==> config.mk <==
export PLATFORM = sky130hd
export DESIGN_NAME = eeprom_if_top
export DESIGN_NICKNAME = d
export VERILOG_FILES = /design/src/eeprom_pkg.sv /design/src/eeprom_if_top.sv /design/src/eeprom_seq.sv /design/src/i2c_bit_engine.sv /design/src/i2c_byte_shift.sv
export SDC_FILE = /design/constraint.sdc
export NUM_CORES = 1
export LEC_CHECK = 0
export ABC_AREA = 1
export CAP_MARGIN = 0
export CORE_ASPECT_RATIO = 0.8
export CORE_MARGIN = 3
export CORE_UTILIZATION = 30
export DETAILED_ROUTE_END_ITERATION = 7
export DONT_BUFFER_PORTS = 1
export HOLD_SLACK_MARGIN = 0.06
export PLACE_DENSITY = 0.41
export SETUP_SLACK_MARGIN = 0.2
export SLEW_MARGIN = 20
export SYNTH_ARGS = -nofsm -noshare
export SYNTH_HDL_FRONTEND = slang
export SYNTH_SLANG_ARGS = --single-unit
==> constraint.sdc <==
create_clock -name clk -period 2.3 [get_ports clk]
set_input_delay 0.345 -clock clk [delete_from_list [all_inputs] [get_ports clk]]
set_output_delay 0.345 -clock clk [all_outputs]
set_load 0.1 [all_outputs]
==> src/eeprom_pkg.sv <==
`default_nettype none

package eeprom_pkg;

  // 24C16 style part: 2 KB, block select rides in the control byte
  typedef logic [10:0] ee_addr_t;   // [10:8] block, [7:0] word address
  typedef logic [7:0]  ee_byte_t;   // data, control or word-address byte

  // bus operation code, shared by the byte and bit levels
  typedef logic [1:0] bit_op_t;

  localparam bit_op_t BIT_START = 2'd0;  // start or repeated start
  localparam bit_op_t BIT_STOP  = 2'd1;
  localparam bit_op_t BIT_WRITE = 2'd2;  // master drives sda
  localparam bit_op_t BIT_READ  = 2'd3;  // master releases sda, samples

  // fixed upper nibble of the control byte
  localparam logic [3:0] DEV_CODE = 4'b1010;

endpackage

`default_nettype wire

==> src/eeprom_if_top.sv <==
`timescale 1ns/10ps
`default_nettype none

module eeprom_if_top #(
  parameter int unsigned CLK_DIV = 4  // clk cycles per quarter scl period
) (
  input  logic                 clk,
  input  logic                 arst_n,
  input  logic                 req_valid,
  output logic                 req_ready,
  input  logic                 req_write,
  input  eeprom_pkg::ee_addr_t req_addr,
  input  eeprom_pkg::ee_byte_t req_wdata,
  output logic                 rsp_valid,
  output eeprom_pkg::ee_byte_t rsp_rdata,
  output logic                 rsp_nack,
  output logic                 scl,
  output logic                 sda_pull,
  input  logic                 sda_in
);

  logic                 byte_go;
  eeprom_pkg::bit_op_t  byte_op;
  eeprom_pkg::ee_byte_t byte_tx;
  logic                 byte_done;
  eeprom_pkg::ee_byte_t byte_rx;
  logic                 ack_seen;
  logic                 bit_go;
  eeprom_pkg::bit_op_t  bit_op;
  logic                 bit_tx;
  logic                 bit_done;
  logic                 bit_rx;

  eeprom_seq i_eeprom_seq (
    .clk       (clk),
    .arst_n    (arst_n),
    .req_valid (req_valid),
    .req_ready (req_ready),
    .req_write (req_write),
    .req_addr  (req_addr),
    .req_wdata (req_wdata),
    .rsp_valid (rsp_valid),
    .rsp_rdata (rsp_rdata),
    .rsp_nack  (rsp_nack),
    .byte_go   (byte_go),
    .byte_op   (byte_op),
    .byte_tx   (byte_tx),
    .byte_done (byte_done),
    .byte_rx   (byte_rx),
    .ack_seen  (ack_seen)
  );

  i2c_byte_shift i_i2c_byte_shift (
    .clk       (clk),
    .arst_n    (arst_n),
    .byte_go   (byte_go),
    .byte_op   (byte_op),
    .byte_tx   (byte_tx),
    .byte_done (byte_done),
    .byte_rx   (byte_rx),
    .ack_seen  (ack_seen),
    .bit_go    (bit_go),
    .bit_op    (bit_op),
    .bit_tx    (bit_tx),
    .bit_done  (bit_done),
    .bit_rx    (bit_rx)
  );

  i2c_bit_engine #(
    .CLK_DIV (CLK_DIV)
  ) i_i2c_bit_engine (
    .clk      (clk),
    .arst_n   (arst_n),
    .bit_go   (bit_go),
    .bit_op   (bit_op),
    .bit_tx   (bit_tx),
    .bit_done (bit_done),
    .bit_rx   (bit_rx),
    .scl      (scl),
    .sda_pull (sda_pull),
    .sda_in   (sda_in)
  );

endmodule

`default_nettype wire

==> src/eeprom_seq.sv <==
`timescale 1ns/10ps
`default_nettype none

module eeprom_seq (
  input  logic                 clk,
  input  logic                 arst_n,
  input  logic                 req_valid,
  output logic                 req_ready,
  input  logic                 req_write,
  input  eeprom_pkg::ee_addr_t req_addr,
  input  eeprom_pkg::ee_byte_t req_wdata,
  output logic                 rsp_valid,
  output eeprom_pkg::ee_byte_t rsp_rdata,
  output logic                 rsp_nack,
  output logic                 byte_go,
  output eeprom_pkg::bit_op_t  byte_op,
  output eeprom_pkg::ee_byte_t byte_tx,
  input  logic                 byte_done,
  input  eeprom_pkg::ee_byte_t byte_rx,
  input  logic                 ack_seen
);

  // bit 0 of byte_tx is the ack we return after a receive, 1 = nack
  localparam eeprom_pkg::ee_byte_t RX_LAST = 8'h01;

  typedef enum logic [3:0] {
    S_IDLE,
    S_START,
    S_CTRL_WR,
    S_WORD_ADDR,
    S_WR_DATA,
    S_RSTART,
    S_CTRL_RD,
    S_RD_DATA,
    S_STOP,
    S_RESPOND
  } state_t;

  state_t               state;
  logic                 write_q;
  eeprom_pkg::ee_addr_t addr_q;
  eeprom_pkg::ee_byte_t wdata_q;
  eeprom_pkg::ee_byte_t ctrl_wr;
  eeprom_pkg::ee_byte_t ctrl_rd;
  logic                 req_take;
  logic                 nack_stop;

  assign req_ready = (state == S_IDLE) && !rsp_valid;  // rsp cycle counts as busy
  assign req_take  = req_valid && req_ready;

  assign ctrl_wr = {eeprom_pkg::DEV_CODE, addr_q[10:8], 1'b0};
  assign ctrl_rd = {eeprom_pkg::DEV_CODE, addr_q[10:8], 1'b1};

  // any byte we sent that the slave did not ack ends the transfer
  assign nack_stop = byte_done && !ack_seen &&
                     (state == S_CTRL_WR || state == S_WORD_ADDR ||
                      state == S_WR_DATA || state == S_CTRL_RD);

  always_ff @(posedge clk) begin
    if (req_take) begin
      write_q <= req_write;
      addr_q  <= req_addr;
      wdata_q <= req_wdata;
    end
    if (state == S_RD_DATA && byte_done)
      rsp_rdata <= byte_rx;
  end

  always_ff @(posedge clk or negedge arst_n) begin
    if (!arst_n) begin
      state     <= S_IDLE;
      byte_go   <= 1'b0;
      byte_op   <= eeprom_pkg::BIT_STOP;
      byte_tx   <= '0;
      rsp_valid <= 1'b0;
      rsp_nack  <= 1'b0;
    end else begin
      byte_go   <= 1'b0;
      rsp_valid <= 1'b0;
      if (nack_stop) begin
        rsp_nack <= 1'b1;
        state    <= S_STOP;
        byte_go  <= 1'b1;
        byte_op  <= eeprom_pkg::BIT_STOP;
      end else begin
        case (state)
          S_IDLE: if (req_take) begin
            rsp_nack <= 1'b0;
            state    <= S_START;
            byte_go  <= 1'b1;
            byte_op  <= eeprom_pkg::BIT_START;
          end
          S_START: if (byte_done) begin
            state   <= S_CTRL_WR;
            byte_go <= 1'b1;
            byte_op <= eeprom_pkg::BIT_WRITE;
            byte_tx <= ctrl_wr;  // dummy write sets the address for reads too
          end
          S_CTRL_WR: if (byte_done) begin
            state   <= S_WORD_ADDR;
            byte_go <= 1'b1;
            byte_op <= eeprom_pkg::BIT_WRITE;
            byte_tx <= addr_q[7:0];
          end
          S_WORD_ADDR: if (byte_done) begin
            byte_go <= 1'b1;
            if (write_q) begin
              state   <= S_WR_DATA;
              byte_op <= eeprom_pkg::BIT_WRITE;
              byte_tx <= wdata_q;
            end else begin
              state   <= S_RSTART;
              byte_op <= eeprom_pkg::BIT_START;
            end
          end
          S_WR_DATA: if (byte_done) begin
            state   <= S_STOP;
            byte_go <= 1'b1;
            byte_op <= eeprom_pkg::BIT_STOP;
          end
          S_RSTART: if (byte_done) begin
            state   <= S_CTRL_RD;
            byte_go <= 1'b1;
            byte_op <= eeprom_pkg::BIT_WRITE;
            byte_tx <= ctrl_rd;
          end
          S_CTRL_RD: if (byte_done) begin
            state   <= S_RD_DATA;
            byte_go <= 1'b1;
            byte_op <= eeprom_pkg::BIT_READ;
            byte_tx <= RX_LAST;  // single byte read, so nack it
          end
          S_RD_DATA: if (byte_done) begin
            state   <= S_STOP;
            byte_go <= 1'b1;
            byte_op <= eeprom_pkg::BIT_STOP;
          end
          S_STOP: if (byte_done) state <= S_RESPOND;
          S_RESPOND: begin
            rsp_valid <= 1'b1;
            state     <= S_IDLE;
          end
          default: state <= S_IDLE;
        endcase
      end
    end
  end

endmodule

`default_nettype wire

==> src/i2c_bit_engine.sv <==
`timescale 1ns/10ps
`default_nettype none

// CLK_DIV must be 2 or more so bit_done can lead the end of the bit
module i2c_bit_engine #(
  parameter int unsigned CLK_DIV = 4
) (
  input  logic                clk,
  input  logic                arst_n,
  input  logic                bit_go,
  input  eeprom_pkg::bit_op_t bit_op,
  input  logic                bit_tx,
  output logic                bit_done,
  output logic                bit_rx,
  output logic                scl,
  output logic                sda_pull,
  input  logic                sda_in
);

  localparam int unsigned QW = (CLK_DIV > 1) ? $clog2(CLK_DIV) : 1;
  localparam logic [QW-1:0] Q_LAST = QW'(CLK_DIV - 1);
  localparam logic [QW-1:0] Q_DONE = QW'(CLK_DIV - 2);

  // one quarter of the scl period per state
  typedef enum logic [2:0] {
    ST_IDLE,
    ST_Q0,
    ST_Q1,
    ST_Q2,
    ST_Q3
  } state_t;

  state_t              state;
  logic [QW-1:0]       qcnt;
  eeprom_pkg::bit_op_t op_q;
  logic                q_end;
  logic                launch;

  assign q_end  = (qcnt == Q_LAST);
  assign launch = bit_go && (state == ST_IDLE || (state == ST_Q3 && q_end));

  // pulse in the second to last cycle of the op
  assign bit_done = (state == ST_Q3) && (qcnt == Q_DONE);

  always_ff @(posedge clk or negedge arst_n) begin
    if (!arst_n) begin
      state    <= ST_IDLE;
      qcnt     <= '0;
      op_q     <= eeprom_pkg::BIT_STOP;
      scl      <= 1'b1;
      sda_pull <= 1'b0;
      bit_rx   <= 1'b1;
    end else begin
      if (launch || state == ST_IDLE || q_end)
        qcnt <= '0;
      else
        qcnt <= qcnt + 1'b1;

      if (launch) begin
        state <= ST_Q0;
        op_q  <= bit_op;
        // scl is low here, except from idle where sda is already released
        case (bit_op)
          eeprom_pkg::BIT_START: sda_pull <= 1'b0;
          eeprom_pkg::BIT_STOP:  sda_pull <= 1'b1;
          eeprom_pkg::BIT_WRITE: sda_pull <= !bit_tx;
          default:               sda_pull <= 1'b0;  // read, let the slave drive
        endcase
      end else if (q_end) begin
        case (state)
          ST_Q0: begin
            state <= ST_Q1;
            scl   <= 1'b1;
          end
          ST_Q1: begin
            state  <= ST_Q2;
            bit_rx <= sda_in;  // middle of scl high
            if (op_q == eeprom_pkg::BIT_START)
              sda_pull <= 1'b1;  // sda falls, scl high
            else if (op_q == eeprom_pkg::BIT_STOP)
              sda_pull <= 1'b0;  // sda rises, scl high
          end
          ST_Q2: begin
            state <= ST_Q3;
            if (op_q != eeprom_pkg::BIT_STOP)
              scl <= 1'b0;
          end
          ST_Q3: state <= ST_IDLE;  // no follow-on op, hold the lines
          default: state <= ST_IDLE;
        endcase
      end
    end
  end

endmodule

`default_nettype wire

==> src/i2c_byte_shift.sv <==
`timescale 1ns/10ps
`default_nettype none

module i2c_byte_shift (
  input  logic                 clk,
  input  logic                 arst_n,
  input  logic                 byte_go,
  input  eeprom_pkg::bit_op_t  byte_op,
  input  eeprom_pkg::ee_byte_t byte_tx,
  output logic                 byte_done,
  output eeprom_pkg::ee_byte_t byte_rx,
  output logic                 ack_seen,
  output logic                 bit_go,
  output eeprom_pkg::bit_op_t  bit_op,
  output logic                 bit_tx,
  input  logic                 bit_done,
  input  logic                 bit_rx
);

  logic                 busy;
  eeprom_pkg::bit_op_t  op_q;
  eeprom_pkg::ee_byte_t shreg;
  logic [3:0]           bcnt;    // 0..7 data, 8 ack slot
  logic                 ack_tx;
  logic                 is_cond;
  logic                 last_bit;

  assign is_cond  = (op_q == eeprom_pkg::BIT_START) || (op_q == eeprom_pkg::BIT_STOP);
  assign last_bit = is_cond || (bcnt == 4'd8);

  // bit_done comes one cycle before the bit ends, so the next go lands on time
  assign byte_done = busy && bit_done && last_bit;
  assign byte_rx   = shreg;
  assign ack_seen  = (op_q == eeprom_pkg::BIT_WRITE) ? !bit_rx : 1'b1;

  always_ff @(posedge clk) begin
    if (byte_go) begin
      shreg  <= byte_tx;
      ack_tx <= byte_tx[0];
    end else if (busy && bit_done && !last_bit) begin
      shreg <= {shreg[6:0], (op_q == eeprom_pkg::BIT_READ) ? bit_rx : 1'b0};
    end
  end

  always_ff @(posedge clk or negedge arst_n) begin
    if (!arst_n) begin
      busy   <= 1'b0;
      op_q   <= eeprom_pkg::BIT_STOP;
      bcnt   <= '0;
      bit_go <= 1'b0;
      bit_op <= eeprom_pkg::BIT_STOP;
      bit_tx <= 1'b1;
    end else begin
      bit_go <= 1'b0;
      if (byte_go) begin
        busy   <= 1'b1;
        op_q   <= byte_op;
        bcnt   <= '0;
        bit_go <= 1'b1;
        bit_op <= byte_op;  // first bit uses the same code as the byte
        bit_tx <= byte_tx[7];
      end else if (busy && bit_done) begin
        if (last_bit) begin
          busy <= 1'b0;
        end else begin
          bcnt   <= bcnt + 4'd1;
          bit_go <= 1'b1;
          if (bcnt == 4'd7) begin
            // ack slot flips direction
            bit_op <= (op_q == eeprom_pkg::BIT_WRITE) ? eeprom_pkg::BIT_READ
                                                       : eeprom_pkg::BIT_WRITE;
            bit_tx <= ack_tx;
          end else begin
            bit_op <= op_q;
            bit_tx <= shreg[6];  // msb first
          end
        end
      end
    end
  end

endmodule

`default_nettype wire
==> Yosys cells after proc, flatten, opt, wreduce, memory -nomap -nowiden <==
Cells that the tools add are included.
{ "word_totals": {"reg_bits": 75, "in_bits": 24, "out_inout_bits": 13, "elab_cells": 189} }
{ "classes": {"addsub": 2, "n_eq_ne": 41, "mux": 69, "bitwise": 2, "n_reduce_logical": 51} }
{ "op_table": {"columns": ["cell", "count"], "rows": [
  ["two-way mux 8 bit", 8],
  ["two-way mux 4 bit", 12],
  ["case mux 8 bit (5 select lines)", 1],
  ["case mux 4 bit (8 select lines)", 1],
  ["two-way mux 1 bit", 28],
  ["!= test 3 x 1 -> 1 bit (second input constant)", 9],
  ["two-way mux 2 bit", 12],
  ["equality test 4 x 3 -> 1 bit (second input constant)", 5],
  ["!= test 2 x 1 -> 1 bit (second input constant)", 8],
  ["AND reduction 8 bit", 2],
  ["nonzero test 2 bit", 8],
  ["equality test 4 bit (second input constant)", 3],
  ["logical AND 1 bit", 11],
  ["equality test 2 bit (second input constant)", 5],
  ["case mux 2 bit (5 select lines)", 1],
  ["case mux 3 bit (3 select lines)", 1],
  ["equality test 4 x 2 -> 1 bit (second input constant)", 2],
  ["logical OR 1 bit", 8],
  ["OR reduction 7 bit", 1],
  ["equality test 2 x 1 -> 1 bit (second input constant)", 3],
  ["equality test 3 x 2 -> 1 bit (second input constant)", 2],
  ["two-way mux 3 bit", 2],
  ["case mux 1 bit (2 select lines)", 3],
  ["AND reduction 2 bit", 3],
  ["19 further kinds", 26]
]} }

==> Depth between registers and ports, before layout <==
Gate-level depths: netlist of the first run.
{ "depth": {"word_depth": 8, "mapped_depth": 11} }

==> By module <==
A second synthesis of the first run with hierarchy kept.
{ "hier_totals": {"hier_cells": 354, "hier_area_um2": 3408.3} }
{ "by_module_without_submodules": {"columns": ["module", "instances", "cells_per_inst", "area_per_inst_um2"], "rows": [
  ["eeprom_seq", 1, 178, 1870.5],
  ["i2c_byte_shift", 1, 106, 963.4],
  ["i2c_bit_engine", 1, 70, 574.3]
]} }

==> Worst setup path after synthesis of the first run <==
Ideal clock, no wire load.
{ "synth_path": {"path_kind": "reg2reg", "start": "register i_eeprom_seq.rsp_valid", "end": "register i_eeprom_seq.addr_q[0] (enable)", "setup_ns": 0.375, "t_arrival_ns": 3.021, "path_slack_ns": -1.096, "path_stages_with_launch": 4, "period_less_slack_ns": 3.396, "path_cell_list": "dfrtp_1 -> nor2_1 -> nand2_1 -> inv_1"} }
{ "synth_via": {"elab_chain_len": 3} }
{ "synth_lines": {"columns": ["element", "line", "text"], "rows": [
  ["start: declaration", "eeprom_seq.sv:12", "output logic rsp_valid,"],
  ["start signal: assignment", "eeprom_seq.sv:75", "rsp_valid <= 1'b0;"],
  ["start signal: assignment", "eeprom_seq.sv:79", "rsp_valid <= 1'b0;"],
  ["start signal: assignment", "eeprom_seq.sv:140", "rsp_valid <= 1'b1;"],
  ["logical NOT 1 bit", "eeprom_seq.sv:48", "assign req_ready = (state == S_IDLE) && !rsp_valid;"],
  ["logical AND 1 bit", "eeprom_seq.sv:48", null],
  ["via req_ready", "eeprom_if_top.sv:10", "output logic req_ready,"],
  ["logical AND 1 bit", "eeprom_seq.sv:49", "assign req_take = req_valid && req_ready;"],
  ["end signal: assignment", "eeprom_seq.sv:62", "addr_q <= req_addr;"],
  ["end: declaration", "eeprom_seq.sv:41", "eeprom_pkg::ee_addr_t addr_q;"]
]} }
The timed path passes the listed nets, and every way through them passes these cells.
A chain may end at the register's enable or synchronous reset.

==> Final worst setup path of the first run <==
{ "layout_path": {"start": "register i_eeprom_seq.state[3]", "end": "output port req_ready"} }
{ "layout_via": {"elab_chain_len": 2} }
{ "layout_lines": {"columns": ["element", "line", "text"], "rows": [
  ["start: declaration", "eeprom_seq.sv:39", "state_t state;"],
  ["start signal: assignment", "eeprom_seq.sv:71", "state <= S_IDLE;"],
  ["start signal: assignment", "eeprom_seq.sv:82", "state <= S_STOP;"],
  ["start signal: assignment", "eeprom_seq.sv:89", "state <= S_START;"],
  ["logical NOT 4 bit", "eeprom_seq.sv:48", null],
  ["logical AND 1 bit", "eeprom_seq.sv:48", null],
  ["end: declaration", "eeprom_if_top.sv:10", null]
]} }
Every way passes these cells.

==> results.json, run 1 <==
{
  "cp-start-kind": "flip-flop",
  "area_growth_pct": 17.5,
  "max_slew_margin_pct": 66.0,
  "arrival_ns": 1.57,
  "hpwl_um": 4850,
  "wl_per_cell_um": 13.1,
  "ys_types": 34,
  "num_vias": 2225,
  "yosys_warnings": 0,
  "grt_pass1_vias": 2201,
  "period_minus_slack_ns": 1.91,
  "synthTopCellsByArea": "edfxtp_1, dfrtp_1, nand2_1",
  "critical_path.max_stage_delay_ns": 0.46,
  "avgSynthCellArea_sq_um": 10.0,
  "die_h_um": 101,
  "io_pins": 37,
  "syn-cell-area_sq_um": 3390,
  "critPathBufInv": 1,
  "crit_path_frequent_cell": "nor2_4",
  "synth_cells": 338,
  "p_leak_nw": 1.74,
  "cts_hold_buf": 2,
  "postCtsSetupBuffers": 0,
  "drtIter0Drc": 132,
  "syn_nets": 368,
  "place_ws_ns": 0.536,
  "drv_cap": 0,
  "antenna_found_initial": 0,
  "end_kind": "output pin",
  "setup_viol": 0,
  "clock_path_buffers": 2,
  "drc": 0,
  "status": "finished, final reports clean",
  "place.gp.congestion": 0.791,
  "ys_seq_elements": 75,
  "skew_ns": 0.00350,
  "cts_resized": 0,
  "via_per_inst": 4.36,
  "hold_path.class": "input port to flip-flop",
  "crit_slowest_cell": "dfrtp_1",
  "finalHoldViolations": 0,
  "multi_input_area_sq_um": 1160,
  "p_per_area_nw_per_um2": 703,
  "path_cells": "nor2_4 > nand2_1 > nor2_4 > buf_4",
  "worst_slew_pin_slew_ns": 0.510,
  "power.total_mw": 2.80,
  "dieArea_sq_um": 12600,
  "layout_commonest_cell": "nand2_1",
  "drive_above_1_share_pct": 20.8,
  "cts.clk_slew.worst_paths_ns": 0.06,
  "slew_violations": 0,
  "cts_buffers": 9,
  "min_period_over_period_pct": 83.2,
  "drt_wl_total_um": 6690,
  "drtPass1Iterations": 4,
  "port_buffers": 0,
  "cts_sinks": 75,
  "criticalPathCategory": "flip-flop to output pin",
  "synth_largest_area_cell": "edfxtp_1",
  "cts_tree": "built",
  "fmax_mhz": 522,
  "fp.dieW_um": 125,
  "fill_cells": 1118,
  "yosysSeqAreaShare_pct": 61.1,
  "track_usage_pct": 11.5,
  "grt_setup_unrepaired": "no",
  "cts_max_level": 3,
  "tns_ns": 0,
  "fin_ws_ns": 0.385,
  "crit_required_ns": 1.96,
  "start_util_pct": 31.0,
  "fp-row-count": 34,
  "grt_pass1_wl_um": 11300,
  "path_delay_family": "simple AND/OR/NAND/NOR gates",
  "antenna_left": 0,
  "netlist.area_leader.share_pct": 32.8,
  "clk_latency_ns": 0.33,
  "root_buffer": "clkbuf_16",
  "crit_fanout": 5,
  "whs_ns": 0.109,
  "placeableCoreArea_sq_um": 10900,
  "nets": 391,
  "diodes": 0,
  "seqCellArea_sq_um": 2070,
  "final_cell_mix": "nand2_1, edfxtp_1, dfrtp_1, nand3_1, inv_1",
  "peakVddDrop_mv": 0.355,
  "grt-ovfl-total": 0,
  "grt_max_degree": 39
}
## power breakdown
part	total [mW]	leakage, nW	internal (mW)	switching [mW]
logic	0.0210	0.863	0.00529	0.0157
clock network	1.37	0.139	0.835	0.538
registers	1.41	0.738	1.41	0.000178
## worst reg2reg max path: cells and delay by family, from the launching register on
kind	cells	cell delay, ns
flip-flops	1	0.40
adder cells (fa/ha/maj)	1	0.15
AND/OR/NAND/NOR	4	0.58
buffers and inverters	2	0.33
## layout make-up
| type | instances | area share [%] |
|---|---|---|
| sequential | 75 | 52.0 |
| multi-input combinational | 223 | 29.2 |
| clock buffer | 9 | 5.65 |
| tap | 144 | 4.52 |
| inverter | 36 | 3.55 |
| timing repair buffer | 16 | 3.39 |
| clock inverter | 7 | 1.70 |
## metrics by stage
step	utilization (%)	cells	area (sq um)
global route	36.4	510	3980
floorplan	-	338	3410
detailed placement	33.5	492	3660
CTS	36.4	510	3980
finish	36.4	510	3980
global placement	33.5	492	3660
## Yosys cell counts
library cell,count
nor3_1,3
clkbuf_1,2
a22oi_1,1
a31oi_1,1
ha_1,6
a21oi_1,8
o2111ai_1,1
nor2_4,5
buf_6,2
nand2_4,4
inv_1,25
nand4_4,1
inv_2,9
dfrtp_1,31
nand3_2,1
nand2_1,111
dfstp_2,7
edfxtp_1,37
o31ai_1,2
nor2_1,17
nor2_2,1
nand2_2,10
o21ai_0,7
nor2_8,1
inv_4,1
a21oi_2,1
xor2_1,1
o21ai_1,8
nand4_1,3
o21a_1,1
o211ai_1,3
nand3_1,25
a21oi_4,1
clkinv_1,1
## cells by family (layout without fill, tap and decap cells)
logic type,Yosys count,in the layout,synth area share [%]
AND/OR/NAND/NOR,182,182,25.4
flip-flops,75,75,61.1
buffers and inverters,40,68,4.94
AO/OA/AOI/OAI,34,34,6.13
adder cells (fa/ha/maj),6,6,2.21
XOR/XNOR,1,1,0.258
## flip-flops by register name, summed over array words and instances, names as in the netlist, 2 cells and up
name and cells:
i_i2c_byte_shift.op_q 2, i_eeprom_seq.state 4, i_eeprom_seq.addr_q 11, i_i2c_bit_engine.qcnt 2, i_eeprom_seq.byte_op 2, i_i2c_bit_engine.op_q 2, i_i2c_byte_shift.bit_op 2, i_eeprom_seq.rsp_rdata 8
i_i2c_byte_shift.bcnt 4, i_eeprom_seq.wdata_q 8, i_i2c_bit_engine.state 3, i_i2c_byte_shift.byte_rx 8, i_eeprom_seq.byte_tx 8
## final timing paths
kind | endpoint | startpoint | cells past startpoint | slack [ns]
worst max-delay path | req_ready | i_eeprom_seq.state[3]$_DFFE_PN0P_ | 4 | 0.39
worst min-delay path | i_eeprom_seq.addr_q[0]$_DFFE_PN_ | req_addr[0] | 0 | 0.11
worst max register to register | i_eeprom_seq.rsp_rdata[1]$_DFFE_PP_ | i_i2c_byte_shift.bcnt[0]$_DFFE_PN0P_ | 7 | 0.55
worst min register to register | i_eeprom_seq.rsp_rdata[7]$_DFFE_PP_ | i_i2c_byte_shift.byte_rx[7]$_DFFE_PP_ | 0 | 0.42
max in group asynchronous | i_eeprom_seq.byte_op[0]$_DFFE_PN1P_ | arst_n | 2 | 1.56
min in group asynchronous | i_eeprom_seq.state[3]$_DFFE_PN0P_ | arst_n | 2 | 0.46
## per-layer routing
layer / vias up / GRT usage [%] / wire (um)
met3: 6 / 4.34 / 325
met5: - / 0 / 0
li1: 1167 / - / -
met4: 0 / 4.50 / 68
met2: 34 / 15.5 / 2790
met1: 1018 / 16.6 / 3500
(Power assumes the default switching activity.)
==> run 2: changes to the inputs <==
--- a/config.mk
+++ b/config.mk
@@ -5,7 +5,7 @@
 export SDC_FILE = /design/constraint.sdc
 export NUM_CORES = 1
 export LEC_CHECK = 0
-export ABC_AREA = 1
+export ABC_AREA = 0
 export CAP_MARGIN = 0
 export CORE_ASPECT_RATIO = 0.8
 export CORE_MARGIN = 3
==> constraint.sdc (replaced) <==
create_clock -name clk -period 1.88 [get_ports clk]
set_input_delay 0.282 -clock clk [delete_from_list [all_inputs] [get_ports clk]]
set_output_delay 0.282 -clock clk [all_outputs]
set_load 0.1 [all_outputs]
==> results.json, run 2 <==
{
  "power.total_mw": 5.89,
  "grt_pass1_vias": 2185,
  "drt_wl_total_um": 7070,
  "min_period_over_period_pct": 102,
  "peakVddDrop_mv": 0.541,
  "synth_most_common_cell": "edfxtp_1",
  "antenna_found_initial": 0,
  "die_h_um": 99.9,
  "fp-row-count": 33,
  "hold_start": "sda_in",
  "track_usage_pct": 12.5,
  "path_cells": "buf_6 > or3_4 > nor3_4 > buf_12",
  "criticalPathCategory": "flip-flop to output pin",
  "path_delay_family": "simple AND/OR/NAND/NOR gates",
  "synthTopCellsByCount": "edfxtp_1, dfrtp_1, o21ai_0",
  "yosys_warnings": 0,
  "wl_per_cell_um": 14.7,
  "diodes": 0,
  "place.gp.congestion": 0.783,
  "finalHoldViolations": 0,
  "synth_flop_cell": "edfxtp_1",
  "violations": "setup timing",
  "syn-cell-area_sq_um": 3310,
  "synthTopCellsByArea": "edfxtp_1, dfrtp_1, dfstp_2",
  "p_clk_share_pct": 29.4,
  "drtIter0Drc": 159,
  "grt-ovfl-total": 0,
  "antenna_left": 0,
  "cp.depth": 4,
  "port_buffers": 0,
  "swShare_pct": 32.3,
  "p_int_mw": 3.99,
  "nets": 366,
  "arrival_ns": 1.64,
  "num_vias": 2259,
  "r2r_slack_ns": -0.02,
  "final_core_utilization_pct": 43.4,
  "stdcell_count": 481,
  "root_buffer": "clkbuf_16",
  "critical_path.max_stage_delay_ns": 0.39,
  "clock_path_buffers": 2,
  "avgSynthCellArea_sq_um": 12.3,
  "end_kind": "output pin",
  "io_pins": 37,
  "fin_ws_ns": -0.0406,
  "synth_largest_area_cell": "edfxtp_1",
  "min_path_cells": 1,
  "cts_max_level": 3,
  "status": "finished, violations left",
  "grt_max_degree": 39,
  "drtPass1Iterations": 5,
  "cts_sinks": 75,
  "drive_above_1_share_pct": 32.3,
  "crit_slowest_cell": "dfrtp_1",
  "worst_slew_pin_slew_ns": 0.519,
  "hold_path.class": "input port to flip-flop",
  "yosysSeqAreaShare_pct": 62.6,
  "max_slew_margin_pct": 65.4,
  "setup_viol": 5,
  "p_per_area_nw_per_um2": 1290,
  "grt_pass1_wl_um": 11500,
  "start_util_pct": 31.5,
  "synth_cells": 268,
  "regMostFlops": "i_eeprom_seq.addr_q",
  "clk_latency_ns": 0.33,
  "syn_nets": 298,
  "switchingPower_mw": 1.90,
  "slew_violations": 0,
  "cp-start-kind": "flip-flop",
  "period_minus_slack_ns": 1.92,
  "crit_fanout": 16,
  "r2r_start": "i_i2c_byte_shift.bcnt[0]$_DFFE_PN0P_",
  "reg2reg_depth": 7,
  "skew_ns": 0.00546,
  "cts_tree": "built",
  "largest_reg_flops": 11,
  "critPathBufInv": 2,
  "synth_edf_count": 37,
  "hpwl_um": 5010,
  "p_leak_nw": 1.80,
  "dieArea_sq_um": 12300,
  "ys_types": 53,
  "area_growth_pct": 37.7,
  "dp_cells": 434,
  "fp.dieW_um": 123,
  "cts_buffers": 9,
  "cts.clk_slew.worst_paths_ns": 0.06,
  "drc": 0,
  "final_cell_mix": "edfxtp_1, buf_4, dfrtp_1, o21ai_0, dlygate4sd3_1",
  "crit_required_ns": 1.60,
  "ys_seq_elements": 75,
  "cp-startpoint": "i_eeprom_seq.state[2]$_DFFE_PN0P_",
  "async_reset_ff_share_pct": 50.7,
  "placeableCoreArea_sq_um": 10500,
  "fmax_mhz": 521,
  "netlist.area_leader.share_pct": 33.6,
  "via_per_inst": 4.70,
  "layout_commonest_cell": "edfxtp_1",
  "p_comb_share_pct": 26.6,
  "drv_cap": 0,
  "grt_setup_unrepaired": "yes",
  "seqPwrFrac_pct": 44.0
}
run 2: cell types whose count changed after synthesis, sizes merged, moves of 6 or more:
cell / delta
nor3: +6
inv: -16
nand2b: +10
mux2i: +7
nor2: -13
nand2: -106
nand3: -19
clkbuf: +6
mux2: +12
o21ai: +10
run 2: final cells by class:
class / count / area (sq um)
well taps: 140 / 175
fillers: 1013 / 5930
clock buffers: 11 / 243
clock inverters: 5 / 61.3
multi-input cells: 160 / 1250
repair buffers: 70 / 677
flip-flops and latches: 75 / 2070
inverters: 20 / 75.1
run 2: final timing paths:
kind | end
min in group asynchronous | i_eeprom_seq.byte_tx[2]$_DFFE_PN0P_
worst min-delay path | i_i2c_bit_engine.bit_rx$_DFFE_PN1P_
worst max-delay path | req_ready
max in group asynchronous | i_i2c_bit_engine.scl$_DFFE_PN1P_
worst min register to register | i_eeprom_seq.rsp_rdata[7]$_DFFE_PP_
worst max register to register | i_eeprom_seq.byte_tx[0]$_DFFE_PN0P_
run 2: cell families (layout without fill, tap and decap cells):
kind of cell / after synthesis / in the layout / share of synthesized area, %
buffers and inverters: 33 / 106 / 4.05
AOI/OAI and AO/OA: 59 / 59 / 12.2
and+or+nand+nor: 74 / 74 / 11.8
adders and majority gates: 6 / 6 / 2.27
xor gates and xnor gates: 2 / 2 / 0.530
muxes: 19 / 19 / 6.55
DFF: 75 / 75 / 62.6
run 2: power groups by stage:
| stage | sequential (mW) | combinational (mW) | clock, mW |
|---|---|---|---|
| 6_report | 2.59 | 1.57 | 1.73 |
| 5_1_grt | 2.65 | 1.73 | 1.86 |
| 4_1_cts | 2.60 | 1.51 | 1.78 |
| 2_1_floorplan | 2.58 | 0.937 | 0 |
| 3_5_place_dp | 2.62 | 1.42 | 0 |
| 3_3_place_gp | 2.62 | 1.41 | 0 |
run 2: worst reg2reg max path: cells and delay by family, from the launching register on:
kind,cells,cell delay [ns]
simple gates,2,0.44
flops,1,0.39
compound gates,1,0.31
mux,1,0.30
buf+inv,2,0.22
fa+ha+maj,1,0.12
run 2: layer usage:
layer,up-vias,global-route usage [%],part of all wire [%]
li1,1111,-,-
met1,1084,17.8,51
met2,57,17.5,43
met3,7,4.06,4.4
met4,0,4.94,1.1
met5,-,0,0
run 2: through the flow:
stage | TNS [ns] | hold WS (ns) | cell area, sq um | setup slack, ns
global placement | -0.520 | -0.0103 | 3810 | -0.0494
global route | -1.81 | 0.0928 | 4550 | -0.164
detailed placement | -1.36 | -0.0104 | 3810 | -0.0948
CTS | -0.951 | 0.0901 | 4440 | -0.0755
floorplan | -0.427 | -0.0136 | 3370 | -0.0852
finish | -0.112 | 0.108 | 4550 | -0.0406
run 2: repair_timing:
action	CTS	global route
gates cloned	0	1
hold endpoints to repair	58	0
pin swaps	10	12
resized for setup	17	17
setup endpoints to repair	43	35
hold buffers	22	0
buffers inserted	4	4
